File: config.mk
export PLATFORM = sky130hd
export DESIGN_NAME = tag_store
export DESIGN_NICKNAME = d
export VERILOG_FILES = /design/src/cache_geom_pkg.sv /design/src/tag_store.sv
export SDC_FILE = /design/constraint.sdc
export NUM_CORES = 2
export LEC_CHECK = 0
export BUFFER_PORTS_ARGS = -buffer_cell sky130_fd_sc_hd__buf_2
export CAP_MARGIN = 25
export CORE_ASPECT_RATIO = 1.4
export CORE_MARGIN = 2
export CORE_UTILIZATION = 45
export DETAILED_ROUTE_END_ITERATION = 7
export PLACE_DENSITY = 0.56
export SYNTH_ARGS = -nofsm -noshare
export SYNTH_HDL_FRONTEND = slang
export SYNTH_SLANG_ARGS = --single-unit
File: constraint.sdc
create_clock -name clk -period 4 [get_ports clk]
set_clock_uncertainty 0.05 [all_clocks]
set_input_delay 0.2 -clock clk [delete_from_list [all_inputs] [get_ports clk]]
set_output_delay 0.2 -clock clk [all_outputs]
set_load 0.01 [all_outputs]
File: src/cache_geom_pkg.sv
/*
 * Address, line and beat geometry of the data cache.
 * Field widths below the set index are derived here; set and way widths
 * come from the SETS and WAYS module parameters.
 */
package cache_geom_pkg;

  localparam int ADDR_W = 32;  // Byte address
  localparam int WORD_W = 64;  // Bus beat and load result

  localparam int LINE_BYTES = 64;
  localparam int OFFSET_W = $clog2(LINE_BYTES);  // Byte offset in a line

  // One bus beat carries one word of the line
  localparam int LINE_BEATS = LINE_BYTES / (WORD_W / 8);
  localparam int BEAT_W = $clog2(LINE_BEATS);

  // Byte offset inside a word
  localparam int WORD_OFF_W = OFFSET_W - BEAT_W;

endpackage

File: src/tag_store.sv
/*
 * Tags and valid bits per way and set, with all-way hit compare on the
 * registered lookup address. Each set keeps a round-robin victim pointer
 * that advances whenever a line is installed there.
 */
module tag_store #(
  parameter int WAYS = 4,
  parameter int SETS = 32
) (
  input  logic                              clk,
  input  logic                              reset,
  input  logic [cache_geom_pkg::ADDR_W-1:0] lookup_addr,
  output logic                              hit,
  output logic [$clog2(WAYS)-1:0]           hit_way,
  output logic [$clog2(WAYS)-1:0]           victim_way,
  input  logic                              tag_write,
  input  logic [$clog2(WAYS)-1:0]           fill_way,
  input  logic [$clog2(SETS)-1:0]           fill_set
);

  localparam int WAY_W = $clog2(WAYS);
  localparam int SET_W = $clog2(SETS);
  localparam int OFFSET_W = cache_geom_pkg::OFFSET_W;
  localparam int TAG_W = cache_geom_pkg::ADDR_W - OFFSET_W - SET_W;

  logic [TAG_W-1:0] tags [WAYS][SETS];
  logic [WAYS-1:0]  valid [SETS];
  logic [WAY_W-1:0] rr_ptr [SETS];

  logic [SET_W-1:0] set;
  logic [TAG_W-1:0] tag;
  logic [WAYS-1:0]  hit_vec;

  assign set = lookup_addr[OFFSET_W +: SET_W];
  assign tag = lookup_addr[cache_geom_pkg::ADDR_W-1 -: TAG_W];

  always_comb begin
    hit_way = '0;
    for (int w = 0; w < WAYS; w++) begin
      hit_vec[w] = valid[set][w] && (tags[w][set] == tag);
      if (hit_vec[w]) hit_way = WAY_W'(w);
    end
  end

  assign hit = |hit_vec;
  assign victim_way = rr_ptr[set];

  always_ff @(posedge clk) begin
    if (!reset) begin
      for (int s = 0; s < SETS; s++) begin
        valid[s] <= '0;
        rr_ptr[s] <= '0;
      end
    end else if (tag_write) begin
      valid[fill_set][fill_way] <= 1'b1;
      rr_ptr[fill_set] <= rr_ptr[fill_set] + 1'b1;
    end
  end

  always_ff @(posedge clk) begin
    if (tag_write) tags[fill_way][fill_set] <= tag;  // Lookup still holds the missed address
  end

  // A line is only installed after a miss, so it never lives in two ways
  a_single_hit : assert property (@(posedge clk) disable iff (!reset) $onehot0(hit_vec));

endmodule

* After elaboration in Yosys (flattened, before gate mapping)
Memory sizes are Yosys's and may differ from the RTL's.
Cells that the tools add are included.
** Cells by class
- Add/sub/neg operators :: 1
- $mul :: 0
- Divide/modulo/power cells :: 0
- $lt $le $gt $ge :: 5
- Eq/ne operators :: 4
- Shifts and indexed selects :: 0
- Muxes and demuxes :: 31
- Bitwise logic cells :: 2
- Reduce and logical (&&, ||, !) cells :: 9
** Operator list (number)
- 672-bit 2-to-1 mux :: 1
- 21-bit binary-select mux with 5-bit select :: 4
- 21-bit 2-to-1 mux :: 9
- 21-bit demux with 5-bit select :: 1
- 21-bit equality test :: 4
- 6-bit >= comparator (second input constant) :: 2
- 4-bit 2-to-1 mux :: 3
- 5-bit NOT with 6-bit output :: 2
- 5-bit 2-to-1 mux :: 2
- 4-bit OR reduction :: 2
- 1-bit 2-to-1 mux :: 7
- 1-bit logical AND :: 6
- 6-bit by 1-bit < comparator with 1-bit output (second input constant) :: 1
- 2-bit 2-to-1 mux :: 3
- 2-bit by 3-bit < comparator with 1-bit output (second input constant) :: 1
- 2-bit by 1-bit adder with 2-bit output (second input constant) :: 1
- 1-bit demux with 2-bit select :: 1
- 2-bit by 1-bit >= comparator with 1-bit output (second input constant) :: 1
- 2-bit OR reduction :: 1
** Storage, ports and cells
- Register bits :: 0
- Bits in latches :: 0
- Memory bits (writable) :: 2880
- ROM bits :: 0
- Memories :: 3
** Memories
- tags :: words 4, bits a word 672, rd ports 4, clocked after Yosys merged registers in 0, write ports 1, RTL line tag_store.sv:26 : logic [TAG_W-1:0] tags [WAYS][SETS];
- valid :: words 32, bits a word 4, rd ports 1, clocked after Yosys merged registers in 0, write ports 32, RTL line tag_store.sv:27 : logic [WAYS-1:0] valid [SETS];
- rr_ptr :: words 32, bits a word 2, rd ports 2, clocked after Yosys merged registers in 0, write ports 32, RTL line tag_store.sv:28 : logic [WAY_W-1:0] rr_ptr [SETS];

* Logic depth before layout (Yosys ltp)
- Word-level depth :: 9
- Depth in mapped cells :: 15
- Mapped depth without buffers :: 9

* Worst setup path before layout
No wires, ideal clock.
- Path kind :: input to register
- From :: input port fill_set[0]
- To :: memory tags[1][378] in the netlist's numbering, enable pin
- Setup time :: 0.400 ns
- Arrival time :: 2.598 ns
- Path slack :: 0.952 ns
- Cell stages on the path :: 8
- Path buffers :: 4
- Cell sequence :: buf_2 > buf_4 > buf_2 > nor2b_1 > and2_0 > clkbuf_1 > nand2_1 > nor2_1
** Between the ends
- Cells in the longest elaborated chain, start to end :: 6
- Elaborated cells on any way between the ends :: 7
- Those cells by class :: order compare (2); mux (3); bitwise (1); reduce/logical (1)
** Ends and longest elaborated chain
- start: declaration :: RTL line tag_store.sv:18 : input logic [$clog2(SETS)-1:0] fill_set
- 5-bit NOT with 6-bit output (not written as such) (*) :: RTL line tag_store.sv:61 : if (tag_write) tags[fill_way][fill_set] <= tag;
- 6-bit >= comparator (not written as such) or 6-bit by 1-bit < comparator with 1-bit output (tied branches) :: RTL line tag_store.sv:61
- 1-bit logical AND (not written as such) :: RTL line tag_store.sv:61
- 21-bit 2-to-1 mux (not written as such) :: RTL line tag_store.sv:61
- 21-bit demux with 5-bit select (*) :: RTL line tag_store.sv:61
- 672-bit 2-to-1 mux (not written as such) (*) :: RTL line tag_store.sv:61
- end: declaration :: RTL line tag_store.sv:26
Mark *: on every way between the ends. The rest lies on a longest branch, timed or not.

==> key figures <==
Outcome
  • Status: finished with violations
  • Violated checks: setup timing

Logic synthesis
  • Synth top area share: between 70 and 80%
  • Syn Area/Cell: 20.1 um^2
  • Count leader, synth: edfxtp_1
  • Seq cells post-synth: about 2.9k
  • Post-synth EDFFs: between 2k and 3k
  • Syn nets: 5,697
  • Yosys cell types: around 80
  • Top cells by count, synth: edfxtp_1, mux4_2, mux2i_1, nor2_1, nand2_1
  • Area leader, netlist: edfxtp_1
  • Synth Cell Area: 0.114 mm^2
  • Mapped Cells: approximately 5.7k
  • Top FF cell, synth: edfxtp_1
  • Fraction of registers with async set/reset: 0%
  • Sequential area share after synthesis: approximately three quarters
  • Synth area leaders: edfxtp_1, mux4_2, mux2i_1
  • Warnings from Yosys: 0

Global route
  • Wire length of the first global-routing pass: 481,000 um
  • GR Layer Usage met2: 45.7%
  • Gr busiest metal: met2
  • Total GRT Usage: between 20% and 30%
  • Antenna violations before repair: 17
  • Vias in the first global route: just over 60k
  • Pin count of the biggest net entering global routing: between 100 and 150
  • M3 GR Usage: 3.97%
  • Grt met1 use: 35.2%
  • GRT overflow: 0

STA
  • Worst setup margin: -168 ps
  • RSZ-0062 raised after global routing: true
  • Tmin final: roughly 4200 ps
  • Least-Margin Pin Slew: approximately 1100 ps
  • Final Hold Vio Count: 0
  • Fin. max-slew vios: 0
  • Final setup fails: 3
  • Hold WS: roughly 140 ps
  • Final setup TNS: -326 ps
  • Fin crit share: 104%
  • Worst slew margin: 24.2%
  • Max Clk Rate: around 240 MHz

Route
  • Remaining antenna violation count after routing: 0
  • Routed vias/inst: approximately 6.2
  • WL final: about 350,000 um
  • DRC: 0
  • Routed WL per cell: approximately 36 um
  • DRT iter0 DRCs: between 7k and 8k
  • First-pass iteration count of the detailed router: 6
  • DR vias: about 60k

Clock network
  • Reg clk slew, reported paths: 60 ps
  • CTS max path bufs: 4
  • CTS tree: built
  • H-tree levels: 5
  • Clk sinks: ~2.9k
  • Cts bufs inserted: 281
  • CTS root buffer: clkbuf_16
  • Worst skew pair latency: 840 ps

Worst setup path
  • Crit path max fanout: 3
  • Worst setup EP type: output pin
  • Critical Path Start Type: register
  • CP required: roughly 3800 ps
  • Reg-to-reg slack, setup: ~950 ps
  • CP Data Arrival Time: just under 4000 ps
  • Crit path kind: reg2out
  • Crit Reg-Reg Startpoint: rr_ptr[27][0]
  • R2R cell count: 7
  • R2r endpoint: rr_ptr[4][1]

Floorplanning
  • Die width: 429 um
  • Initial Util: between 40% and 50%
  • Die H: ~600 um
  • Num rows: 218
  • Die area: 0.257 mm^2
  • I/O pin total: 47
  • Core ar.: ~0.25 mm^2

Finish
  • Layout filler cell count: around 20k
  • Multi-input logic area: 0.0269 mm^2
  • Non-Filler Instances: around 9.7k
  • Area delta synth->final: 14.9%
  • Layout net count: between 6k and 7k
  • Sequential cell area: ~0.085 mm^2
  • Share of cells above drive strength 1: 27.8%

Place
  • Placed Instances: ~9k
  • Routability cong.: about 0.86
  • Port-buffer cells: 40
  • Post-DP HPWL: roughly 210,000 um
  • Placement Setup Slack: -445 ps

Flow run
  • Number of max-cap violations: 0

Power and ir drop
  • Worst vdd ir: ~0.00039 V
  • PD cells: roughly 480 mW/mm^2
  • Overall power: around 63 mW
  • Leak: 42.5 nW

Worst hold path
  • Hold_sp: fill_set[1]
  • Worst Hold Class: in2reg
  • Hold Path Depth: 3
  • Hold Path Sink: rr_ptr[10][1]
[through the flow]
stage / utilization [%] / area, um^2
2_1_floorplan: - / 114000
3_3_place_gp: 48.3 / 121000
3_5_place_dp: 48.3 / 121000
4_1_cts: 51.9 / 131000
5_1_grt: 52.0 / 131000
6_report: 52.0 / 131000
[worst max-delay path: stages (launching register included)]
cell and delay [ps]:
edfxtp_1 370, mux4_2 480, a22oi_2 240, nand2_2 130
xnor2_2 180, a21oi_2 120, or4_4 540, nor4_4 280
o2111ai_2 160, buf_6 220, o2111ai_4 170, buf_6 160
[logic make-up (layout without fill, tap and decap cells)]
kind of cell           after synthesis  count (layout)  synth area share, %
AND/OR/NAND/NOR                    645             645                 2.53
XOR/XNOR                            98              98                0.755
other                                0               5                    0
flip-flops                        2880            2880                 74.9
buffers and inverters              356            1100                 1.98
multiplexers                      1030            1030                 15.6
AO/OA/AOI/OAI                      646             646                 4.15
[timing repair]
| action | CTS | global route |
|---|---|---|
| endpoints found under the setup margin | 3 | 3 |
| resized for setup | 43 | 16 |
| pin swaps | 14 | 12 |
| hold buffers | 27 | 0 |
| hold endpoints to repair | 630 | 0 |
| gates cloned | 0 | 0 |
| setup buffers | 1 | 0 |
[where the power goes]
part / internal, mW / switching (mW) / leakage (nW)
combinational: 1.46 / 2.55 / 12.3
clock: 14.8 / 11.2 / 4.28
sequential: 33.1 / 0.0400 / 25.9
total: 49.3 / 13.8 / 42.5
[final cells by class]
cell class	instances	area share (%)
Sequential cell	2880	65.2
Multi-Input combinational cell	2419	20.6
Clock buffer	366	5.84
Timing Repair Buffer	592	4.27
Tap cell	3300	3.16
Clock inverter	123	0.863
Inverter	19	0.0642
Antenna cell	5	0.00957
[state kept, by name, summed over array words and instances, names as in the netlist]
register / count
valid: 128
tags: 2688
rr_ptr: 64
[per-layer routing]
layer,vias to the layer above,wire (um)
met1,32600,135000
met2,2651,174000
met5,-,33
li1,24400,-
met4,4,14400
met3,579,24900
[layout by cell type, fill, tap and decap left out, types with 12 or more instances in the layout]
master         count
bufinv_16         20
nand2_1          201
a211oi_1          22
or2_2             15
o211ai_1          18
xor2_1            29
nor2_4            12
inv_6             12
and2_1            15
nor2_2           122
nand3_1           46
a32oi_1           14
nor3_1            23
a31oi_1           21
xnor2_1           66
o22ai_1           40
clkinv_1          50
a21oi_1           63
nor2_1           110
mux2i_1          398
dfxtp_1          128
a221oi_1          41
edfxtp_1        2752
o21ai_0           44
and3_1            14
buf_4            460
a22o_1            19
clkinv_2          37
nand4_1           17
a22oi_1          133
clkbuf_16        289
clkbuf_1          66
o21a_1           129
mux2_2            36
nand2b_1          14
mux4_2           588
dlygate4sd3_1     27
buf_12            80
[worst max-delay path by stage]
stage                     cells after the start           start  slack [ps]      endpoint
after global placement                       16  lookup_addr[9]        -390    hit_way[0]
final                                        11    tags[3][421]        -170           hit
after detailed placement                     16  lookup_addr[9]        -440    hit_way[0]
after CTS                                    12    tags[3][433]        -210    hit_way[0]
after floorplan                               8     fill_set[0]         950  tags[1][378]
after global routing                         11    tags[0][516]        -300           hit
Power figures use the tool's default switching activity.
