### config.mk
export PLATFORM = sky130hd
export DESIGN_NAME = cache_ctrl_flat
export DESIGN_NICKNAME = d
export VERILOG_FILES = /design/src/cache_geom_pkg.sv /design/src/load_pkg.sv /design/src/fill_if.sv /design/src/cache_ctrl.sv /design/src/flat_wrapper.sv
export SDC_FILE = /design/constraint.sdc
export NUM_CORES = 1
export LEC_CHECK = 0
export ABC_CLOCK_PERIOD_IN_PS = 2600
export BUFFER_PORTS_ARGS = -buffer_cell sky130_fd_sc_hd__buf_2
export CORE_ASPECT_RATIO = 2
export CORE_MARGIN = 4
export CORE_UTILIZATION = 25
export CTS_BUF_LIST = sky130_fd_sc_hd__clkbuf_16
export DETAILED_ROUTE_END_ITERATION = 12
export SETUP_SLACK_MARGIN = 0.05
export SYNTH_ARGS = -nofsm -noshare
export SYNTH_HDL_FRONTEND = slang
export SYNTH_SLANG_ARGS = --single-unit
### constraint.sdc
create_clock -name clk -period 2.6 [get_ports clk]
set_input_delay 0.13 -clock clk [delete_from_list [all_inputs] [get_ports clk]]
set_output_delay 0.13 -clock clk [all_outputs]
set_load 0.005 [all_outputs]
### src/cache_geom_pkg.sv
/*
 * Address, line and beat geometry of the data cache.
 * Field widths below the set index are derived here; set and way widths
 * come from the SETS and WAYS module parameters.
 */
package cache_geom_pkg;

  localparam int ADDR_W = 32;  // Byte address
  localparam int WORD_W = 64;  // Bus beat and load result

  localparam int LINE_BYTES = 64;
  localparam int OFFSET_W = $clog2(LINE_BYTES);  // Byte offset in a line

  // One bus beat carries one word of the line
  localparam int LINE_BEATS = LINE_BYTES / (WORD_W / 8);
  localparam int BEAT_W = $clog2(LINE_BEATS);

  // Byte offset inside a word
  localparam int WORD_OFF_W = OFFSET_W - BEAT_W;

endpackage

### src/load_pkg.sv
/*
 * Load kinds of the processor port and their access size and sign rules.
 */
package load_pkg;

  typedef enum logic [2:0] {
    LD, LW, LWU, LH, LHU, LB, LBU
  } load_kind_t;

  // Access size in bytes
  function automatic int unsigned kind_bytes(load_kind_t kind);
    case (kind)
      LD: return 8;
      LW, LWU: return 4;
      LH, LHU: return 2;
      default: return 1;
    endcase
  endfunction

  function automatic logic kind_signed(load_kind_t kind);
    return kind inside {LW, LH, LB};  // LD is full width anyway
  endfunction

endpackage

### src/fill_if.sv
/*
 * Refill path between the controller, the beat counter and the line array.
 * The top level feeds beat_valid and beat_data from the memory bus.
 */
interface fill_if #(
  parameter int WAYS = 4,
  parameter int SETS = 32
) ();

  logic                                  beat_valid;
  logic [cache_geom_pkg::BEAT_W-1:0]     beat_idx;   // Word index in the line
  logic [cache_geom_pkg::WORD_W-1:0]     beat_data;
  logic                                  last_beat;
  logic [$clog2(WAYS)-1:0]               fill_way;   // Victim being refilled
  logic [$clog2(SETS)-1:0]               fill_set;

  modport ctrl (input last_beat, output fill_way, output fill_set);
  modport counter (input beat_valid, output beat_idx, output last_beat);
  modport store (input beat_valid, input beat_idx, input beat_data, input last_beat,
                 input fill_way, input fill_set);

endinterface

### src/cache_ctrl.sv
/*
 * Cache controller FSM. Registers a load, looks it up, and on a miss
 * requests the line, waits for the refill, installs the tag and looks up
 * again. A hit answers two cycles after the request.
 */
module cache_ctrl #(
  parameter int WAYS = 4,
  parameter int SETS = 32
) (
  input  logic                              clk,
  input  logic                              reset,
  input  logic                              req,
  input  logic [cache_geom_pkg::ADDR_W-1:0] addr,
  input  load_pkg::load_kind_t              kind,
  input  logic                              hit,
  input  logic [$clog2(WAYS)-1:0]           hit_way,
  input  logic [$clog2(WAYS)-1:0]           victim_way,
  output logic                              busy,
  output logic                              resp_valid,
  output logic [cache_geom_pkg::ADDR_W-1:0] lookup_addr,
  output load_pkg::load_kind_t              lookup_kind,
  output logic                              tag_write,
  output logic                              bus_reqcyc,
  output logic [cache_geom_pkg::ADDR_W-1:0] bus_req,
  input  logic                              bus_reqack,
  fill_if.ctrl                              fill
);

  localparam int OFFSET_W = cache_geom_pkg::OFFSET_W;
  localparam int SET_W = $clog2(SETS);

  typedef enum logic [2:0] {IDLE, LOOKUP, REQUEST, REFILL, INSTALL, RESPOND} state_t;
  state_t state;

  always_ff @(posedge clk) begin
    if (!reset) begin
      state <= IDLE;
      resp_valid <= 1'b0;
      bus_reqcyc <= 1'b0;
    end else begin
      resp_valid <= 1'b0;
      case (state)
        IDLE: if (req && !busy) state <= LOOKUP;
        LOOKUP: state <= hit ? RESPOND : REQUEST;
        REQUEST: begin
          bus_reqcyc <= 1'b1;
          state <= REFILL;
        end
        REFILL: begin
          if (bus_reqcyc && bus_reqack) bus_reqcyc <= 1'b0;
          if (fill.last_beat) state <= INSTALL;  // Final beat written this edge
        end
        INSTALL: state <= LOOKUP;  // Repeat lookup, now a hit
        RESPOND: begin
          resp_valid <= 1'b1;
          state <= IDLE;
        end
        default: state <= IDLE;
      endcase
    end
  end

  // Request and victim registers
  always_ff @(posedge clk) begin
    if (state == IDLE && req && !busy) begin
      lookup_addr <= addr;
      lookup_kind <= kind;
    end
    if (state == LOOKUP && !hit) begin
      fill.fill_way <= victim_way;
      fill.fill_set <= lookup_addr[OFFSET_W +: SET_W];
    end
  end

  assign busy = (state != IDLE) || resp_valid;  // Through the response cycle
  assign tag_write = (state == INSTALL);
  assign bus_req = {lookup_addr[cache_geom_pkg::ADDR_W-1:OFFSET_W], {OFFSET_W{1'b0}}};

  a_resp_not_during_bus : assert property (@(posedge clk) disable iff (!reset)
    !(resp_valid && bus_reqcyc));

  // The whole refill, from bus request to last beat, lies inside busy
  a_busy_through_refill : assert property (@(posedge clk) disable iff (!reset)
    bus_reqcyc || fill.last_beat |-> busy);

  // The lookup after an install must find the line in the refilled way
  a_hit_after_install : assert property (@(posedge clk) disable iff (!reset)
    state == LOOKUP && $past(state) == INSTALL |-> hit && hit_way == fill.fill_way);

endmodule

### src/flat_wrapper.sv
// flat-port wrapper written by rule: the top's interface ports become plain ports
module cache_ctrl_flat 
#(
  parameter int WAYS = 4,
  parameter int SETS = 32
)
  (clk, reset, req, addr, kind, hit, hit_way, victim_way, busy, resp_valid, lookup_addr, lookup_kind, tag_write, bus_reqcyc, bus_req, bus_reqack, fill_last_beat, fill_fill_way, fill_fill_set);
  fill_if #(.WAYS(WAYS), .SETS(SETS)) fill_i ();
  input  logic clk;
  input  logic reset;
  input  logic req;
  input  logic [cache_geom_pkg::ADDR_W-1:0] addr;
  input  load_pkg::load_kind_t kind;
  input  logic hit;
  input  logic [$clog2(WAYS)-1:0] hit_way;
  input  logic [$clog2(WAYS)-1:0] victim_way;
  output logic busy;
  output logic resp_valid;
  output logic [cache_geom_pkg::ADDR_W-1:0] lookup_addr;
  output load_pkg::load_kind_t lookup_kind;
  output logic tag_write;
  output logic bus_reqcyc;
  output logic [cache_geom_pkg::ADDR_W-1:0] bus_req;
  input  logic bus_reqack;
  input wire logic [$bits(fill_i.last_beat)-1:0] fill_last_beat;
  output wire logic [$bits(fill_i.fill_way)-1:0] fill_fill_way;
  output wire logic [$bits(fill_i.fill_set)-1:0] fill_fill_set;
  assign fill_i.last_beat = fill_last_beat;
  assign fill_fill_way = fill_i.fill_way;
  assign fill_fill_set = fill_i.fill_set;
  cache_ctrl #(.WAYS(WAYS), .SETS(SETS)) u_core (.clk(clk), .reset(reset), .req(req), .addr(addr), .kind(kind), .hit(hit), .hit_way(hit_way), .victim_way(victim_way), .busy(busy), .resp_valid(resp_valid), .lookup_addr(lookup_addr), .lookup_kind(lookup_kind), .tag_write(tag_write), .bus_reqcyc(bus_reqcyc), .bus_req(bus_req), .bus_reqack(bus_reqack), .fill(fill_i));
endmodule
* After elaboration in Yosys (flattened, before gate mapping)
Index checks and enable logic that the tools add are counted.
Cells by class: eq/ne operators 8, multiplexer cells 7, reduce and logical (&&, ||, !) cells 13
Operators by type and width (number):
- $pmux W3 S5 | 1
- $mux W3 | 3
- $eq A3 B2 Y1 const B | 2
- $eq A3 B3 Y1 const B | 2
- $logic_and A1 B1 Y1 | 5
- $ne A2 B1 Y1 const B | 2
- $reduce_and A2 Y1 | 2
- $eq A3 B1 Y1 const B | 1
- $logic_not A3 Y1 | 1
- $reduce_bool A3 Y1 | 1
- $logic_not A1 Y1 | 2
- $mux W1 | 2
- $ne A2 B2 Y1 const B | 1
- $pmux W1 S2 | 1
- $reduce_bool A2 Y1 | 1
- $logic_or A1 B1 Y1 | 1
Word-level totals: register bits after elaboration 47, input port bits 45, logic and storage cells 35

* Logic depth before layout (Yosys ltp)
Gate-level depths: netlist of the first run.
depth after elaboration 6, mapped depth 4, mapped depth without buffers 3

* Worst setup path after synthesis of the first run
OpenSTA, ideal clock, no wires.
path kind register -> register, start reg u_core.state[2], end reg u_core.lookup_addr[0] in the netlist's numbering (enable), setup time 399 ps, arrival time 1891 ps, slack 310 ps, cell stages (with the launch flop) 4, path through dfxtp_1 > buf_6 > or4_4 > nor2_2
On the way: longest elaborated chain between the ends 4, elaborated cells on any way between the ends 6, those cells by class 6 x reduce/logical
RTL lines:
- from (decl) | RTL line cache_ctrl.sv:33 | state_t state;
- from (signal assigned) | RTL line cache_ctrl.sv:44 | LOOKUP: state <= hit ? RESPOND : REQUEST;
- $reduce_bool A3 Y1 | RTL line cache_ctrl.sv:75 | assign busy = (state != IDLE) || resp_valid;
- $logic_or A1 B1 Y1 | RTL line cache_ctrl.sv:75
- net busy | RTL line flat_wrapper.sv:17 | output logic busy;
- $logic_not A1 Y1 | RTL line cache_ctrl.sv:65 | if (state == IDLE && req && !busy) begin
- $logic_and A1 B1 Y1 | RTL line cache_ctrl.sv:65
- to (signal assigned) | RTL line cache_ctrl.sv:66 | lookup_addr <= addr;
- to (decl) | RTL line cache_ctrl.sv:20 | output logic [cache_geom_pkg::ADDR_W-1:0] lookup_addr,
The timed path passes the listed nets, and every way through them passes these cells. A chain may end at the register's enable or synchronous reset.

* Worst setup path in the final report of the first run
start reg u_core.state[2], end reg u_core.lookup_addr[28] in the netlist's numbering (enable)
On the way: longest elaborated chain between the ends 4, elaborated cells on any way between the ends 6, those cells by class 6 x reduce/logical
RTL lines (RTL line):
- $reduce_bool A3 Y1 | cache_ctrl.sv:75
- $logic_or A1 B1 Y1 | cache_ctrl.sv:75
- $logic_not A1 Y1 | cache_ctrl.sv:65
- $logic_and A1 B1 Y1 * | cache_ctrl.sv:65
Every way passes the cells marked *; elsewhere a longest branch is shown, timed or not.

==> flow_metrics.py, run 1 <==
metrics = {
    "cts": {
        "clk_latency_ns": 0.28,
        "cts.htree.levels": 2,
        "cts-buffers-inserted": 5,
        "cts_setup_buffers": 0,
        "cts_root_buffer": "clkbuf_16",
        "clockBufferDepth": 2,
        "cts_resized": 0,
        "cts_sinks": 47,
        "postCtsHoldBufs": 0,
        "clk_pin_slew_ns": 0.06,
        "cts_tree": "yes",
    },
    "layout": {
        "syn2layout_area_growth_pct": 35.0,
        "n_antenna_cell": 0,
        "layout.nets": 244,
        "drive_above_1_share_pct": 62.0,
        "nFillCells": 675,
    },
    "place": {
        "gp_congestion": 0.702,
        "port_buffers": 114,
        "dp_hpwl_um": 2930,
    },
    "sta": {
        "grt_setup_unrepaired": "false",
        "max_freq_ghz": 0.548,
        "clock_skew_ns": 0.00367,
        "drv_slew": 0,
        "fin_crit_sh_pct": 70.2,
        "holdWs_ns": 0.0206,
        "tightest_slew_ns": 0.768,
        "final_hold_viol_count": 0,
        "min_period_ns": 1.83,
        "fin_tns_setup_ns": 0,
        "finalSetupViolations": 0,
        "slew_headroom_pct": 48.6,
    },
    "floorplanning": {
        "pin_count": 123,
        "initial_utilization_pct": 25.6,
        "die_w_um": 67.6,
        "core_area_um2": 6940,
        "design.die.area_um2": 8610,
        "num_rows": 43,
        "chipHeight_um": 127,
    },
    "global_routing": {
        "grt_first_pass_wirelength_um": 5150,
        "grt_util_all_layers_pct": 8.39,
        "grt_pass1_vias": 1081,
        "antenna_found_initial": 0,
        "grt-ovfl-total": 0,
        "grt_max_degree": 36,
    },
    "synthesis": {
        "yosysMostFrequentCell": "edfxtp_1",
        "syn_area_um2": 1780,
        "synth_cell_types": 23,
        "synthTopCellsByCount": "42 x edfxtp_1, 32 x buf_4, 5 x dfxtp_1",
        "synth.largest_area_cell": "edfxtp_1",
        "syn_inst": 107,
        "synth_flop_cell": "edfxtp_1",
        "synth_edf_count": 42,
        "synth.top_cell.area_share_pct": 70.9,
        "avgSynthCellArea_um2": 16.6,
        "ys_ff_latch": 47,
        "ys_warn_count": 0,
        "ys_async_sr_fraction_pct": 0,
        "synth.area.top_cells": "edfxtp_1 71%, buf_4 14%, dfxtp_1 5.6%",
        "yosysSeqAreaShare_pct": 76.6,
    },
    "worst_setup_path": {
        "path_max_fanout": 35,
        "critPathBufInv": 1,
        "max_stage_delay_ns": 0.59,
        "critical_path_required_ns": 2.53,
        "startpoint_type": "register",
        "path_cells": "or4_4, nor2_4, buf_4",
        "cp.arrival_ns": 1.75,
        "end_kind": "register",
        "cp_slowest_cell": "or4_4",
        "critical_path_class": "reg2reg",
        "crit_family": "simple AND/OR/NAND/NOR gates",
    },
    "detailed_routing": {
        "vias": 1112,
        "drt-initial-drc-count": 41,
        "drc_errors": 0,
        "avgViaCountPerCell": 3.83,
        "drt_wl_total_um": 3660,
        "drtAntennaViolNets": 0,
        "drt_pass1_iterations": 2,
        "routedWlPerCell_um": 12.6,
    },
    "pwr": {
        "peakVddDrop_mv": 0.305,
        "comb_power_share_pct": 10.3,
        "pwr-share-seq_pct": 51.5,
        "power_switching_uw": 365,
        "p_leak_uw": 0.00105,
        "p_sw_share_pct": 20.3,
        "intPower_uw": 1440,
        "powerDensity_nw_per_um2": 751,
        "clockPowerShare_pct": 38.2,
    },
    "worst_hold_path": {
        "hold_class": "in2reg",
    },
    "run_status": {
        "outcome": "finished, final reports clean",
    },
    "job": {
        "cap_viol_max_count": 0,
    },
}
per-layer routing:
layer | track usage, % | wire (µm) | up-vias
met5 | 0 | 0 | -
met4 | 5.74 | 111 | 0
met3 | 2.11 | 353 | 5
met2 | 15.1 | 2100 | 62
met1 | 7.78 | 1100 | 518
li1 | - | - | 527
through the flow:
stage                     util, %  instances  total power, µW  area, µm²  setup slack (ns)
after detailed placement     32.3        282             1140       2240             0.762
after global routing         34.6        290             1900       2400             0.684
after CTS                    34.6        290             1840       2400             0.748
after global placement       32.3        282             1130       2240             0.787
final                        34.6        290             1800       2400             0.774
after floorplan                 -        112             1050       1800             0.310
placed cells by master, fill, tap and decap left out:
cell / count
buf_4: 1
nand2_1: 3
nor2b_1: 1
edfxtp_1: 42
clkbuf_16: 5
o21ai_0: 2
conb_1: 6
a211oi_1: 1
bufinv_16: 1
nor4b_2: 1
and4b_1: 1
buf_2: 114
nand2b_1: 1
nor2_4: 1
nand3b_1: 2
nor2_1: 1
dfxtp_1: 5
inv_1: 4
a22oi_1: 1
a21oi_1: 2
nor3b_1: 3
a2111oi_0: 1
or4_4: 1
kinds of logic after synthesis:
logic type | synth area share, %
compound gates | 2.46
buf+inv | 15.1
flops | 76.6
other cells | 0.211
simple gates | 5.70
area by class of cell:
class	count	area (µm²)	area share, %
clock inverters	3	37.5	1.56
inverters	2	7.51	0.313
flip-flops and latches	47	1360	56.7
well taps	90	113	4.69
multi-input cells	28	179	7.45
repair buffers	115	578	24.1
clock buffers	5	125	5.21
sequential cells by signal, summed over array words and instances (netlist names):
| name | count |
|---|---|
| u_core.fill.fill_way | 2 |
| u_core.fill.fill_set | 5 |
| u_core.resp_valid | 1 |
| u_core.lookup_kind | 3 |
| u_core.state | 3 |
| u_core.bus_reqcyc | 1 |
| u_core.lookup_addr | 32 |
power groups by stage:
stage / clock, µW / combinational, µW / sequential (µW)
after floorplan: 0 / 108 / 945
after detailed placement: 0 / 191 / 946
final: 689 / 186 / 928
after CTS: 718 / 191 / 930
after global routing: 753 / 208 / 935
after global placement: 0 / 189 / 942
worst paths after layout:
path / from / to / slack (ns) / depth (start not counted)
max: u_core.state[2] / u_core.lookup_addr[28] / 0.77 / 3
min: addr[1] / u_core.lookup_addr[1] / 0.02 / 1
max reg2reg: u_core.state[2] / u_core.lookup_addr[28] / 0.77 / 3
min reg2reg: u_core.lookup_addr[6] / u_core.fill.fill_set[0] / 0.48 / 0
No activity file was read; power rests on OpenSTA's default activity.
==> inputs of run 2 (changes only) <==
--- a/config.mk
+++ b/config.mk
@@ -5,7 +5,7 @@
 export SDC_FILE = /design/constraint.sdc
 export NUM_CORES = 1
 export LEC_CHECK = 0
-export ABC_CLOCK_PERIOD_IN_PS = 2600
+export ABC_CLOCK_PERIOD_IN_PS = 1900
 export BUFFER_PORTS_ARGS = -buffer_cell sky130_fd_sc_hd__buf_2
 export CORE_ASPECT_RATIO = 2
 export CORE_MARGIN = 4
==> constraint.sdc (replaced) <==
create_clock -name clk -period 1.9 [get_ports clk]
set_input_delay 0.095 -clock clk [delete_from_list [all_inputs] [get_ports clk]]
set_output_delay 0.095 -clock clk [all_outputs]
set_load 0.005 [all_outputs]
==> run 2 against run 1 <==
First-iteration DRC count shrank 34%; largest cell class unchanged; die area did not move; design area rose by 18%; combinational power up 88%; sequential power increased by 36%; critical path depth stayed put; highest routed layer unchanged; worst setup slack got worse by 0.39 ns; via count grew 14%.
==> flow_metrics.py, run 2 (synthesized netlist as in run 1, its figures left out) <==
metrics = {
    "detailed_routing": {
        "drt_wl_total_um": 4110,
        "drtAntennaViolNets": 0,
        "drc_errors": 0,
        "vias": 1263,
        "drt-initial-drc-count": 27,
        "drt_pass1_iterations": 4,
        "routedWlPerCell_um": 12.4,
        "avgViaCountPerCell": 3.82,
    },
    "cts": {
        "cts_tree": "yes",
        "cts_sinks": 47,
        "cts-buffers-inserted": 5,
        "cts_resized": 0,
        "cts_root_buffer": "clkbuf_16",
        "clk_pin_slew_ns": 0.06,
        "cts_setup_buffers": 0,
        "clk_latency_ns": 0.28,
        "cts.htree.levels": 2,
        "clockBufferDepth": 2,
        "postCtsHoldBufs": 37,
    },
    "layout": {
        "fin_util_pct": 41.0,
        "nFillCells": 643,
        "layout.nets": 285,
        "drive_above_1_share_pct": 53.9,
        "top_regs": "u_core.lookup_addr: 32 flops, u_core.fill.fill_set: 5 flops",
        "syn2layout_area_growth_pct": 60.0,
        "regMostFlops": "u_core.lookup_addr",
        "final_cell_mix": "114 x buf_2, 42 x edfxtp_1, 37 x dlygate4sd3_1, 6 x conb_1",
        "final_common_cell": "buf_2",
        "n_antenna_cell": 0,
        "largest_reg_flops": 32,
    },
    "sta": {
        "min_period_ns": 1.52,
        "grt_setup_unrepaired": "false",
        "fin_tns_setup_ns": 0,
        "finalSetupViolations": 0,
        "holdWs_ns": 0.0772,
        "clock_skew_ns": 0.00407,
        "final_hold_viol_count": 0,
        "max_freq_ghz": 0.658,
        "fin_crit_sh_pct": 80.0,
        "drv_slew": 0,
    },
    "pwr": {
        "peakVddDrop_mv": 0.326,
        "p_leak_uw": 0.00123,
        "powerDensity_nw_per_um2": 950,
    },
    "floorplanning": {
        "initial_utilization_pct": 25.6,
        "pin_count": 123,
        "num_rows": 43,
        "chipHeight_um": 127,
        "core_area_um2": 6940,
        "design.die.area_um2": 8610,
        "die_w_um": 67.6,
    },
    "global_routing": {
        "grt-ovfl-total": 0,
        "antenna_found_initial": 0,
        "grt_max_degree": 36,
        "grt_pass1_vias": 1236,
        "grt_util_all_layers_pct": 9.34,
        "grt_first_pass_wirelength_um": 5740,
    },
    "run_status": {
        "outcome": "finished, final reports clean",
    },
    "worst_setup_path": {
        "critical_path_required_ns": 1.87,
        "max_stage_delay_ns": 0.55,
        "cp_slowest_cell": "or4_4",
        "critical_path_class": "reg2reg",
        "path_cells": "or4_4, nor2_4, buf_12",
        "cp.arrival_ns": 1.49,
        "path_max_fanout": 35,
        "startpoint_type": "register",
        "end_kind": "register",
    },
    "place": {
        "port_buffers": 114,
        "gp_congestion": 0.707,
    },
    "job": {
        "cap_viol_max_count": 0,
    },
    "worst_hold_path": {
        "hold_class": "in2reg",
    },
}
## run 2: changes by cell type in the layout (fill, tap and decap cells not counted), sizes merged
cell,before,now
bufinv,1,2
inv,4,2
buf,115,119
clkinvlp,0,1
dlygate4sd3,0,37
## run 2: final timing paths
check	startpoint	end	slack (ns)	depth (start not counted)
setup / recovery	u_core.state[2]	u_core.lookup_addr[22]	0.38	3
hold / removal	reset	u_core.state[0]	0.08	3
setup reg to reg	u_core.state[2]	u_core.lookup_addr[22]	0.38	3
hold reg to reg	u_core.lookup_addr[9]	u_core.fill.fill_set[3]	0.48	0
## run 2: per-stage QoR
stage,worst slack [ns],std cells,area [µm²],power [µW]
final,0.381,331,2840,2700
after global routing,0.346,331,2840,2830
after CTS,0.364,331,2840,2750
after detailed placement,0.376,286,2280,1570
after global placement,0.401,286,2280,1570
after floorplan,-0.00868,112,1800,1440
## run 2: metal layers
metal / global-route usage, % / vias to the layer above / part of all wire, %
li1: - / 610 / -
met1: 7.97 / 574 / 30
met2: 17.4 / 65 / 58
met3: 1.76 / 14 / 6.8
met4: 7.42 / 0 / 4.9
met5: 0 / - / 0
## run 2: area by class of cell
type | instances | area, µm² | area share (%)
clock inverters | 3 | 67.6 | 2.38
multi-input cells | 28 | 179 | 6.29
inverters | 2 | 7.51 | 0.264
clock buffers | 5 | 125 | 4.40
flip-flops and latches | 47 | 1360 | 47.9
repair buffers | 156 | 991 | 34.8
well taps | 90 | 113 | 3.96
## run 2: power breakdown
part           total [µW]  internal, µW  switching [µW]
logic                 350           194             156
clock network        1090           752             340
registers            1260          1230            30.2
## run 2: critical path: cells and delay by family (launching register included)
kind	cells	cell delay (ns)
DFF	1	0.31
and+or+nand+nor	2	0.67
buffers and inverters	1	0.22
