--- config.mk ---
export PLATFORM = sky130hd
export DESIGN_NAME = beat_counter_flat
export DESIGN_NICKNAME = d
export VERILOG_FILES = /design/src/cache_geom_pkg.sv /design/src/fill_if.sv /design/src/beat_counter.sv /design/src/flat_wrapper.sv
export SDC_FILE = /design/constraint.sdc
export NUM_CORES = 1
export LEC_CHECK = 0
export ABC_AREA = 1
export ABC_CLOCK_PERIOD_IN_PS = 3300
export BUFFER_PORTS_ARGS = -buffer_cell sky130_fd_sc_hd__buf_2
export CAP_MARGIN = 40
export CORE_AREA = 2 2 39 41
export DETAILED_ROUTE_END_ITERATION = 6
export DIE_AREA = 0 0 41 43
export GPL_TIMING_DRIVEN = 0
export PLACE_DENSITY = 0.3
export RECOVER_POWER = 100
export SETUP_SLACK_MARGIN = 0.3
export SLEW_MARGIN = 5
export SYNTH_ARGS = -nofsm -noshare
export SYNTH_HDL_FRONTEND = slang
export SYNTH_SLANG_ARGS = --single-unit
--- constraint.sdc ---
create_clock -name clk -period 3.3 [get_ports clk]
set_clock_uncertainty 0.1 [all_clocks]
set_input_delay 0.66 -clock clk [delete_from_list [all_inputs] [get_ports clk]]
set_output_delay 0.66 -clock clk [all_outputs]
set_load 0.05 [all_outputs]
--- src/cache_geom_pkg.sv ---
/*
 * Address, line and beat geometry of the data cache.
 * Field widths below the set index are derived here; set and way widths
 * come from the SETS and WAYS module parameters.
 */
package cache_geom_pkg;

  localparam int ADDR_W = 32;  // Byte address
  localparam int WORD_W = 64;  // Bus beat and load result

  localparam int LINE_BYTES = 64;
  localparam int OFFSET_W = $clog2(LINE_BYTES);  // Byte offset in a line

  // One bus beat carries one word of the line
  localparam int LINE_BEATS = LINE_BYTES / (WORD_W / 8);
  localparam int BEAT_W = $clog2(LINE_BEATS);

  // Byte offset inside a word
  localparam int WORD_OFF_W = OFFSET_W - BEAT_W;

endpackage

--- src/fill_if.sv ---
/*
 * Refill path between the controller, the beat counter and the line array.
 * The top level feeds beat_valid and beat_data from the memory bus.
 */
interface fill_if #(
  parameter int WAYS = 4,
  parameter int SETS = 32
) ();

  logic                                  beat_valid;
  logic [cache_geom_pkg::BEAT_W-1:0]     beat_idx;   // Word index in the line
  logic [cache_geom_pkg::WORD_W-1:0]     beat_data;
  logic                                  last_beat;
  logic [$clog2(WAYS)-1:0]               fill_way;   // Victim being refilled
  logic [$clog2(SETS)-1:0]               fill_set;

  modport ctrl (input last_beat, output fill_way, output fill_set);
  modport counter (input beat_valid, output beat_idx, output last_beat);
  modport store (input beat_valid, input beat_idx, input beat_data, input last_beat,
                 input fill_way, input fill_set);

endinterface

--- src/beat_counter.sv ---
/*
 * Counts refill beats of one line and flags the final beat.
 * last_beat is combinational, high in the cycle of the last beat strobe.
 */
module beat_counter (
  input  logic   clk,
  input  logic   reset,
  fill_if.counter cnt
);

  localparam int BEAT_W = cache_geom_pkg::BEAT_W;

  logic started;  // Between first and last beat of a line

  always_ff @(posedge clk) begin
    if (!reset) begin
      cnt.beat_idx <= '0;
      started <= 1'b0;
    end else if (cnt.beat_valid) begin
      cnt.beat_idx <= cnt.beat_idx + 1'b1;  // Wraps after the last beat
      started <= !cnt.last_beat;
    end
  end

  assign cnt.last_beat = cnt.beat_valid &&
                         (cnt.beat_idx == BEAT_W'(cache_geom_pkg::LINE_BEATS - 1));

  // A beat outside a line in progress has to open a new line
  a_beat_outside_refill : assert property (@(posedge clk) disable iff (!reset)
    cnt.beat_valid && !started |-> cnt.beat_idx == '0);

endmodule

--- src/flat_wrapper.sv ---
// flat-port wrapper written by rule: the top's interface ports become plain ports
module beat_counter_flat 
  (clk, reset, cnt_beat_valid, cnt_beat_idx, cnt_last_beat);
  fill_if cnt_i ();
  input  logic clk;
  input  logic reset;
  input wire logic [$bits(cnt_i.beat_valid)-1:0] cnt_beat_valid;
  output wire logic [$bits(cnt_i.beat_idx)-1:0] cnt_beat_idx;
  output wire logic [$bits(cnt_i.last_beat)-1:0] cnt_last_beat;
  assign cnt_i.beat_valid = cnt_beat_valid;
  assign cnt_beat_idx = cnt_i.beat_idx;
  assign cnt_last_beat = cnt_i.last_beat;
  beat_counter u_core (.clk(clk), .reset(reset), .cnt(cnt_i));
endmodule
Word level (Yosys, flattened, before mapping)
Cells that the tools add are included.

cells by class
  $add $sub $neg = 1
  reduce and logical (&&, ||, !) cells = 1
  equal/unequal tests = 1

operators with widths
  kind                   count
  $add A3 B1 Y3 const B  1
  $eq A3 B3 Y1 const B   1
  $logic_and A1 B1 Y1    1

storage, ports and cells
  output and inout port bits = 4
  logic and storage cells = 4
  flip-flop bits (word level) = 3

Depth between registers and ports, before layout
Gate-level depths: netlist (run 1).

  depth after elaboration = 2
  mapped depth = 6

Worst setup path after synthesis (run 1)
No wires, ideal clock.

  path type = register to output
  from = register u_core.cnt.beat_idx[0]
  to = output port cnt_last_beat
  cell stages (with the launch flop) = 5
  setup slack = 1.180 ns
  data required time = 2.540 ns
  arrival time = 1.360 ns
  cells stage by stage = dfxtp_1 ha_1 ha_1 nand2_1 inv_1

on the way
  longest elaborated chain between the ends = 2

ends and longest elaborated chain
  element                 line                text
  from (decl)             fill_if.sv:18       modport counter (input beat_valid, output beat_idx, output last_beat);
  from (signal assigned)  beat_counter.sv:20  cnt.beat_idx <= cnt.beat_idx + 1'b1;
  $eq A3 B3 Y1            beat_counter.sv:26  (cnt.beat_idx == BEAT_W'(cache_geom_pkg::LINE_BEATS - 1));
  $logic_and A1 B1 Y1     beat_counter.sv:25  assign cnt.last_beat = cnt.beat_valid &&
  to (decl)               flat_wrapper.sv:9   output wire logic [$bits(cnt_i.last_beat)-1:0] cnt_last_beat;

Every way passes these cells.

Final worst setup path (run 1)
  from = input port cnt_beat_valid
  to = output port cnt_last_beat

on the way
  longest elaborated chain between the ends = 1

ends and longest elaborated chain
  element              line                text
  from (decl)          flat_wrapper.sv:7   input wire logic [$bits(cnt_i.beat_valid)-1:0] cnt_beat_valid;
  $logic_and A1 B1 Y1  beat_counter.sv:25

Every way passes these cells.

==> run_results.csv, run 1 <==
group,metric,value,unit
placement,port_buffers,6,
logic_synthesis,synth_xor_area_frac,0,
logic_synthesis,syn_avg_cell_area,6.91,um^2
sta,max_freq,448,MHz
clock_tree,cts_root_buffer,"clkbuf_4",
clock_tree,clk_latency,0.23,ns
clock_tree,postCtsResizedCells,0,
setup_path,slowest_stage,"clkbuf_1",
clock_tree,cts.reportedPaths.clkPinSlew,0.04,ns
global_routing,grt_pass1_vias,113,
sta,tns,0,ns
pwr,p_per_area,599,nW/um^2
clock_tree,hold_buffers,0,
sta,min_period,2.23,ns
setup_path,cp-start-kind,"input port",
logic_synthesis,synth_top_family_by_area,"simple AND/OR/NAND/NOR gates",
floorplan,die_w,41,um
setup_path,end_kind,"output pin",
placement,preCtsSetupSlack,1.38,ns
logic_synthesis,ys_warn_count,0,
floorplan,io_pins,7,
floorplan,coreArea,1380,um^2
routing,ant_nets,0,
pwr,peakVddDrop,0.193,mV
cells_and_area,reg.largest.list,"u_core.cnt.beat_idx (3)",
floorplan,start_util,0.105,
routing,num_vias,145,
sta,hold_viol,0,
setup_path,path_cells,"clkbuf_1 > nand2_1 > inv_1 > clkbuf_1",
sta,fin_ws,1.07,ns
cells_and_area,insertedDiodeCount,0,
logic_synthesis,synth_cell_type_count,5,
floorplan,std_cell_rows,14,
global_routing,grt.total_usage,0.0461,
sta,finalCritPeriodShare,0.676,
global_routing,grt_first_pass_wirelength,427,um
logic_synthesis,synthSimpleGateAreaFrac,0.336,
min_path,hold_class,"reg -> reg",
logic_synthesis,synth_cells,21,
sta,rsz0062_at_grt,"no",
cells_and_area,syn_to_final_growth,48.3,%
clock_tree,post_cts_buffers,0,
routing,drtIter0Drc,6,
setup_path,required,2.54,ns
clock_tree,cts.path.max_buffers,2,
sta,relSlewSlack,0.605,
outcome,status,"finished, final reports clean",
cells_and_area,final_cell_mix,"nand2_1, nor2_1, clkbuf_1",
placement,place_congestion,0.581,
sta,setup_viol,0,
cells_and_area,largest_register,"u_core.cnt.beat_idx",
setup_path,crit_fanout,7,
logic_synthesis,synth_fa_ha_area_frac,0.172,
routing,drt_first_pass_iters,3,
setup_path,crit_top_cell,"clkbuf_1",
setup_path,max_stage_delay,0.45,ns
cells_and_area,final_common_cell,"nand2_1",
sta,worstMarginPinSlew,0.595,ns
placement,hpwl,228,um
logic_synthesis,muxShareOfSynthArea,0,
cells_and_area,largest_register_ffs,3,
sta,final-max-slew-violation-count,0,
clock_tree,numCtsBuffers,3,
global_routing,antenna_found_initial,0,
clock_tree,cts_tree,"built",
global_routing,grt_overflow_total,0,
logic_synthesis,syn-num-nets,26,
setup_path,arrival,1.47,ns
routing,drcViolationCount,0,
routing,wl_per_cell,6.68,um
floorplan,die_area,1760,um^2
floorplan,fp.dieH,43,um
logic_synthesis,synth-seq-cells,3,
routing,postRouteWirelength,314,um
global_routing,grt_max_degree,8,
pwr,leakage,0.115,nW
cells_and_area,layout.nets,37,
clock_tree,htreeDepth,1,
routing,via_per_inst,3.09,
setup_path,crit_type,"in -> out",
clock_tree,cts_sinks,3,
logic_synthesis,synth_area,145,um^2
run,max_cap_viol_count,0,
logic_synthesis,synth-seq-area-share,0.414,
logic_synthesis,synth_compound_area_frac,0,
cells_and_area,drive_gt1_frac,0.129,
cells_and_area,num-fill-cells,171,
routing by layer:
| metal | up-vias | share of wire | wire, um | global-route usage |
|---|---|---|---|---|
| li1 | 81 | - | - | - |
| met1 | 58 | 0.52 | 163 | 0.0417 |
| met2 | 6 | 0.35 | 110 | 0.0375 |
| met3 | 0 | 0.13 | 40 | 0.0785 |
| met4 | 0 | 0 | 0 | 0.0400 |
| met5 | - | 0 | 0 | 0 |
cell families (layout without fill, tap and decap cells):
family | count (synthesis) | count (layout)
simple gates | 13 | 13
flops | 3 | 3
fa+ha+maj | 2 | 2
buf+inv | 3 | 13
worst max-delay path: cells and delay by family:
| kind | cells | cell delay, ns |
|---|---|---|
| buffers and inverters | 3 | 0.73 |
| and+or+nand+nor | 1 | 0.09 |
cells in the mapped netlist (all sizes together):
cell type / count / area, um^2
nor2: 6 / 22.5
nand2: 7 / 26.3
inv: 3 / 11.3
dfxtp: 3 / 60.1
ha: 2 / 25.0
where the power goes:
group | switching (mW) | internal, mW
registers | 0.00245 | 0.0395
logic | 0.0172 | 0.00552
clock network | 0.0190 | 0.0453
worst paths after layout:
check / start / endpoint / slack (ns) / cells after the start
max: cnt_beat_valid / cnt_last_beat / 1.07 / 4
min: u_core.cnt.beat_idx[2] / u_core.cnt.beat_idx[2] / 0.39 / 2
max reg2reg: u_core.cnt.beat_idx[0] / u_core.cnt.beat_idx[2] / 2.11 / 6
min reg2reg: u_core.cnt.beat_idx[2] / u_core.cnt.beat_idx[2] / 0.39 / 2
layout make-up:
type / instances / area [um^2] / share of cell area
clock buffer: 4 / 26.3 / 0.122
inverter: 3 / 11.3 / 0.0523
multi-input combinational: 15 / 73.8 / 0.343
sequential: 3 / 60.1 / 0.279
tap: 16 / 20.0 / 0.0930
timing repair buffer: 6 / 23.8 / 0.110
metrics by stage:
stage | std cells | utilization | area (um^2) | hold slack (ns) | total power, mW
final | 47 | 0.156 | 215 | 0.395 | 0.129
after CTS | 47 | 0.160 | 221 | 0.399 | 0.134
after global routing | 47 | 0.156 | 215 | 0.424 | 0.138
after global placement | 43 | 0.141 | 195 | 0.384 | 0.0660
after detailed placement | 43 | 0.141 | 195 | 0.384 | 0.0664
after floorplan | 21 | - | 145 | 0.603 | 0.0597
No activity file was read; power rests on OpenSTA's default activity.
==> inputs of run 2 (changes only) <==
--- a/config.mk
+++ b/config.mk
@@ -5,8 +5,8 @@
 export SDC_FILE = /design/constraint.sdc
 export NUM_CORES = 1
 export LEC_CHECK = 0
-export ABC_AREA = 1
-export ABC_CLOCK_PERIOD_IN_PS = 3300
+export ABC_AREA = 0
+export ABC_CLOCK_PERIOD_IN_PS = 2300
 export BUFFER_PORTS_ARGS = -buffer_cell sky130_fd_sc_hd__buf_2
 export CAP_MARGIN = 40
 export CORE_AREA = 2 2 39 41
==> constraint.sdc (replaced) <==
create_clock -name clk -period 2.3 [get_ports clk]
set_clock_uncertainty 0.1 [all_clocks]
set_input_delay 0.46 -clock clk [delete_from_list [all_inputs] [get_ports clk]]
set_output_delay 0.46 -clock clk [all_outputs]
set_load 0.05 [all_outputs]
==> run 2 against run 1 <==
Net effect:
- hold slack worse by 0.028 ns
- via count down 21%
- sequential share of layout area up 0.50 points
- register-to-register slack worse by 1.0 ns
- utilization down 0.27 points
- design area down 1.7%
- count of clock-buffer cells in the layout unchanged
- synthesized cell count down 43%
- sequential power up 42%
- largest power group unchanged
==> run_results.csv, run 2 <==
group,metric,value,unit
outcome,status,"finished, final reports clean",
logic_synthesis,syn_avg_cell_area,11.7,um^2
clock_tree,hold_buffers,0,
routing,drt_first_pass_iters,1,
sta,tns,0,ns
logic_synthesis,ys_async_sr_fraction,0,
floorplan,die_area,1760,um^2
global_routing,grt_overflow_total,0,
clock_tree,numCtsBuffers,3,
routing,drtIter0Drc,0,
logic_synthesis,synth_top_area_frac,0.429,
logic_synthesis,synth_compound_area_frac,0,
clock_tree,clk_latency,0.23,ns
global_routing,grt_first_pass_wirelength,476,um
floorplan,io_pins,7,
setup_path,path_cells,"ha_1 > ha_1 > and2_2 > buf_2",
global_routing,antenna_found_initial,0,
cells_and_area,layout.nets,28,
clock_tree,post_cts_buffers,0,
run,max_cap_viol_count,0,
pwr,clockPowerShare,0.511,
routing,via_per_inst,3.03,
logic_synthesis,synth_fa_ha_area_frac,0.179,
logic_synthesis,yosysMostFrequentCell,"dfxtp_1",
floorplan,std_cell_rows,14,
setup_path,slowest_stage,"dfxtp_1",
setup_path,cp-start-kind,"flip-flop",
sta,min_period,1.87,ns
setup_path,cp_top_family,"adder cells",
setup_path,arrival,1.31,ns
logic_synthesis,ys_warn_count,0,
pwr,p_comb_frac,0.157,
routing,drcViolationCount,0,
floorplan,coreArea,1380,um^2
sta,max_freq,535,MHz
logic_synthesis,synth_cell_type_count,7,
floorplan,die_w,41,um
routing,postRouteWirelength,259,um
cells_and_area,final_common_cell,"clkbuf_1",
floorplan,fp.dieH,43,um
placement,place_congestion,0.504,
cells_and_area,reg.largest.list,"u_core.cnt.beat_idx (3)",
setup_path,crit_type,"reg -> out",
logic_synthesis,synth_top_family_by_area,"simple AND/OR/NAND/NOR gates",
cells_and_area,largest_register_ffs,3,
sta,finalCritPeriodShare,0.813,
setup_path,max_stage_delay,0.33,ns
clock_tree,cts_tree,"built",
pwr,internal_power,0.129,mW
logic_synthesis,syn-num-nets,17,
sta,final-max-slew-violation-count,0,
logic_synthesis,synth-seq-area-share,0.429,
clock_tree,cts_root_buffer,"clkbuf_4",
logic_synthesis,synth_cells,12,
sta,hold_viol,0,
logic_synthesis,post-synth-top-area-cell,"dfxtp_1",
logic_synthesis,synth_area,140,um^2
clock_tree,htreeDepth,1,
pwr,leakage,0.100,nW
sta,rsz0062_at_grt,"no",
cells_and_area,syn_to_final_growth,50.9,%
global_routing,grt_max_degree,5,
setup_path,required,1.74,ns
setup_path,crit_top_cell,"ha_1",
pwr,peakVddDrop,0.300,mV
cells_and_area,final_util,0.153,
sta,worstMarginPinSlew,0.605,ns
sta,setup_viol,0,
min_path,hold_class,"in -> reg",
setup_path,crit_buf_inv,1,
setup_path,end_kind,"output pin",
sta,relSlewSlack,0.599,
routing,num_vias,115,
cells_and_area,final_cell_mix,"clkbuf_1, clkbuf_4, dfxtp_1",
cells_and_area,insertedDiodeCount,0,
cells_and_area,largest_register,"u_core.cnt.beat_idx",
logic_synthesis,synth_edf_count,0,
logic_synthesis,synth_xor_area_frac,0.0625,
logic_synthesis,muxShareOfSynthArea,0.143,
routing,ant_nets,0,
clock_tree,cts_sinks,3,
clock_tree,postCtsResizedCells,0,
pwr,p_seq_frac,0.333,
logic_synthesis,synthSimpleGateAreaFrac,0.188,
cells_and_area,drive_gt1_frac,0.273,
floorplan,start_util,0.101,
pwr,p_per_area,846,nW/um^2
global_routing,grt.total_usage,0.0481,
clock_tree,cts.reportedPaths.clkPinSlew,0.03,ns
pwr,p_sw,0.0494,mW
routing,wl_per_cell,6.82,um
logic_synthesis,synth_top_flop_cell,"dfxtp_1",
setup_path,crit_fanout,3,
logic_synthesis,synthTopCellsByCount,"dfxtp_1, ha_1, mux2i_1, nor2b_1",
logic_synthesis,synth-seq-cells,3,
pwr,switching_share,0.276,
sta,fin_hold_ws,0.367,ns
placement,port_buffers,6,
global_routing,grt_pass1_vias,116,
logic_synthesis,synth_area_leaders,"dfxtp_1, ha_1, mux2i_1, nor2b_1, xor2_1",
clock_tree,cts.path.max_buffers,2,
run 2: cell count changes after synthesis:
cell,delta
xor2_1,+1
and2_1,+1
nor2b_1,+2
nor2_1,-6
mux2i_1,+2
nand2_1,-7
inv_1,-3
and2_2,+1
run 2: through the flow:
step / power (mW) / setup slack (ns) / instance area, um^2 / cells
2_1_floorplan: 0.0811 / 0.448 / 140 / 12
3_3_place_gp: 0.0889 / 0.680 / 190 / 34
3_5_place_dp: 0.0896 / 0.671 / 190 / 34
4_1_cts: 0.184 / 0.423 / 216 / 38
5_1_grt: 0.196 / 0.359 / 211 / 38
6_report: 0.179 / 0.430 / 211 / 38
run 2: worst paths after layout:
kind	slack [ns]	to	cells past startpoint	startpoint
worst max-delay path	0.43	cnt_last_beat	4	u_core.cnt.beat_idx[0]
worst min-delay path	0.37	u_core.cnt.beat_idx[0]	2	reset
worst max register to register	1.09	u_core.cnt.beat_idx[2]	4	u_core.cnt.beat_idx[0]
worst min register to register	0.44	u_core.cnt.beat_idx[1]	2	u_core.cnt.beat_idx[1]
run 2: worst reg2reg max path, delay by kind of cell (launching register included):
kind / cells / cell delay [ns]
and+or+nand+nor: 1 / 0.06
muxes: 1 / 0.14
DFF: 1 / 0.33
adders and majority gates: 2 / 0.48
run 2: logic make-up (layout without fill, tap and decap cells):
group,count (synthesis),in the layout
muxes,2,2
adders and majority gates,2,2
DFF,3,3
and+or+nand+nor,4,4
buffers and inverters,0,10
xor gates and xnor gates,1,1
run 2: layout make-up:
cell class / instances / area, um^2
clock buffers: 4 / 26.3
repair buffers: 6 / 25.0
fillers: 155 / 1170
flip-flops and latches: 3 / 60.1
multi-input cells: 9 / 80.1
well taps: 16 / 20.0
run 2: metal layers:
metal	share of wire	global-route usage	vias up
met4	0	0.0200	0
met2	0.25	0.0406	9
met3	0.17	0.0785	0
met1	0.58	0.0545	47
met5	0	0	-
li1	-	-	59
run 2: power groups by stage:
| stage | Combinational [mW] | Clock [mW] | Sequential, mW |
|---|---|---|---|
| after global placement | 0.0290 | 0 | 0.0599 |
| final | 0.0280 | 0.0913 | 0.0595 |
| after global routing | 0.0312 | 0.104 | 0.0600 |
| after floorplan | 0.00805 | 0 | 0.0731 |
| after CTS | 0.0297 | 0.0950 | 0.0593 |
| after detailed placement | 0.0294 | 0 | 0.0602 |
==> inputs of run 3 (changes only) <==
--- a/config.mk
+++ b/config.mk
@@ -6,7 +6,7 @@
 export NUM_CORES = 1
 export LEC_CHECK = 0
 export ABC_AREA = 0
-export ABC_CLOCK_PERIOD_IN_PS = 2300
+export ABC_CLOCK_PERIOD_IN_PS = 1900
 export BUFFER_PORTS_ARGS = -buffer_cell sky130_fd_sc_hd__buf_2
 export CAP_MARGIN = 40
 export CORE_AREA = 2 2 39 41
==> constraint.sdc (replaced) <==
create_clock -name clk -period 1.9 [get_ports clk]
set_clock_uncertainty 0.1 [all_clocks]
set_input_delay 0.38 -clock clk [delete_from_list [all_inputs] [get_ports clk]]
set_output_delay 0.38 -clock clk [all_outputs]
set_load 0.05 [all_outputs]
==> run 3 against run 2 <==
Net effect:
- register-to-register slack got worse by 0.33 ns
- routed wire length rose by 19%
- sequential share of layout area fell by 4.1 points
- critical path depth did not move
- global-route usage rose by 0.50 points
- non-clock buffer count rose by 2
- critical endpoint unchanged
- highest routed layer unchanged
==> run_results.csv, run 3 (synthesis gave the netlist of run 2 again) <==
group,metric,value,unit
floorplan,io_pins,7,
cells_and_area,reg.largest.list,"u_core.cnt.beat_idx (3)",
sta,finalCritPeriodShare,0.888,
setup_path,end_kind,"output pin",
sta,setup_viol,0,
pwr,leakage,0.113,nW
routing,drtIter0Drc,2,
sta,final-max-slew-violation-count,0,
cells_and_area,syn_to_final_growth,80.4,%
cells_and_area,num-fill-cells,157,
placement,place_congestion,0.514,
routing,wl_per_cell,7.70,um
setup_path,slowest_stage,"dfxtp_1",
setup_path,cp_top_family,"adder cells",
clock_tree,cts_tree,"built",
cells_and_area,multi_input_area,93.8,um^2
clock_tree,htreeDepth,1,
cells_and_area,largest_register,"u_core.cnt.beat_idx",
floorplan,die_area,1760,um^2
routing,drt_first_pass_iters,2,
setup_path,crit_fanout,2,
cells_and_area,insertedDiodeCount,0,
setup_path,cp-start-kind,"flip-flop",
floorplan,start_util,0.101,
routing,ant_nets,0,
global_routing,antenna_found_initial,0,
cells_and_area,drive_gt1_frac,0.458,
sta,relSlewSlack,0.605,
placement,port_buffers,6,
setup_path,path_cells,"ha_1 > ha_4 > and2_4 > buf_8",
clock_tree,cts_root_buffer,"clkbuf_4",
setup_path,crit_buf_inv,1,
sta,min_period,1.69,ns
sta,worstMarginPinSlew,0.595,ns
sta,tns,0,ns
floorplan,fp.dieH,43,um
clock_tree,cts_sinks,3,
global_routing,grt_overflow_total,0,
global_routing,grt_max_degree,5,
cells_and_area,layout.nets,30,
sta,rsz0062_at_grt,"yes",
pwr,p_per_area,891,nW/um^2
global_routing,grt.total_usage,0.0532,
clock_tree,cts.reportedPaths.clkPinSlew,0.03,ns
sta,hold_viol,0,
routing,num_vias,126,
pwr,peakVddDrop,0.362,mV
cells_and_area,largest_register_ffs,3,
outcome,status,"finished, final reports clean",
cells_and_area,final_common_cell,"clkbuf_1",
global_routing,grt_first_pass_wirelength,538,um
cells_and_area,final_cell_mix,"clkbuf_1, clkbuf_4",
clock_tree,clk_latency,0.23,ns
routing,postRouteWirelength,308,um
setup_path,max_stage_delay,0.30,ns
setup_path,arrival,1.21,ns
cells_and_area,final_util,0.183,
min_path,hold_class,"in -> reg",
cells_and_area,seq_area,61.3,um^2
global_routing,grt_pass1_vias,137,
clock_tree,numCtsBuffers,3,
floorplan,std_cell_rows,14,
floorplan,coreArea,1380,um^2
clock_tree,cts.path.max_buffers,2,
setup_path,crit_type,"reg -> out",
routing,via_per_inst,3.15,
setup_path,required,1.42,ns
sta,max_freq,592,MHz
routing,drcViolationCount,0,
floorplan,die_w,41,um
sta,fin_hold_ws,0.276,ns
run,max_cap_viol_count,0,
run 3: cell count changes in the layout (fill, tap and decap cells not counted), sizes merged:
cell,change
buf,+3
clkbuf,-1
run 3: routing by layer:
layer	GRT usage	vias up	wire, um
li1	-	64	-
met1	0.0577	52	135
met2	0.0531	10	105
met3	0.0628	0	67
met4	0.0400	0	0
met5	0	-	0
run 3: area by class of cell:
class                      instances  area share
tap                               16      0.0792
clock buffer                       4       0.104
multi-input combinational          9       0.371
timing repair buffer               8       0.203
sequential                         3       0.243
run 3: worst paths after layout:
path	endpoint	start	slack (ns)	cells after the start
min reg2reg	u_core.cnt.beat_idx[2]	u_core.cnt.beat_idx[2]	0.46	2
max	cnt_last_beat	u_core.cnt.beat_idx[1]	0.21	4
min	u_core.cnt.beat_idx[0]	reset	0.28	2
max reg2reg	u_core.cnt.beat_idx[2]	u_core.cnt.beat_idx[1]	0.76	4
run 3: power by group:
| part | total [mW] | leakage, nW | switching [mW] | internal (mW) |
|---|---|---|---|---|
| clock | 0.112 | 0.0150 | 0.0333 | 0.0787 |
| sequential | 0.0709 | 0.0251 | 0.00278 | 0.0681 |
| combinational | 0.0424 | 0.0733 | 0.0268 | 0.0156 |
run 3: metrics by stage:
stage | power [mW] | std cells | area, um^2 | worst slack (ns)
after floorplan | 0.0994 | 12 | 144 | 0.324
after global placement | 0.108 | 34 | 194 | 0.369
after detailed placement | 0.110 | 34 | 194 | 0.362
after CTS | 0.237 | 40 | 272 | 0.265
after global routing | 0.243 | 40 | 253 | 0.165
final | 0.225 | 40 | 253 | 0.212
run 3: what timing repair did:
item,CTS,global route
resized for setup,8,0
pin swaps,1,0
gates cloned,0,0
setup endpoints to repair,1,1
hold buffers,0,0
setup buffers,2,0
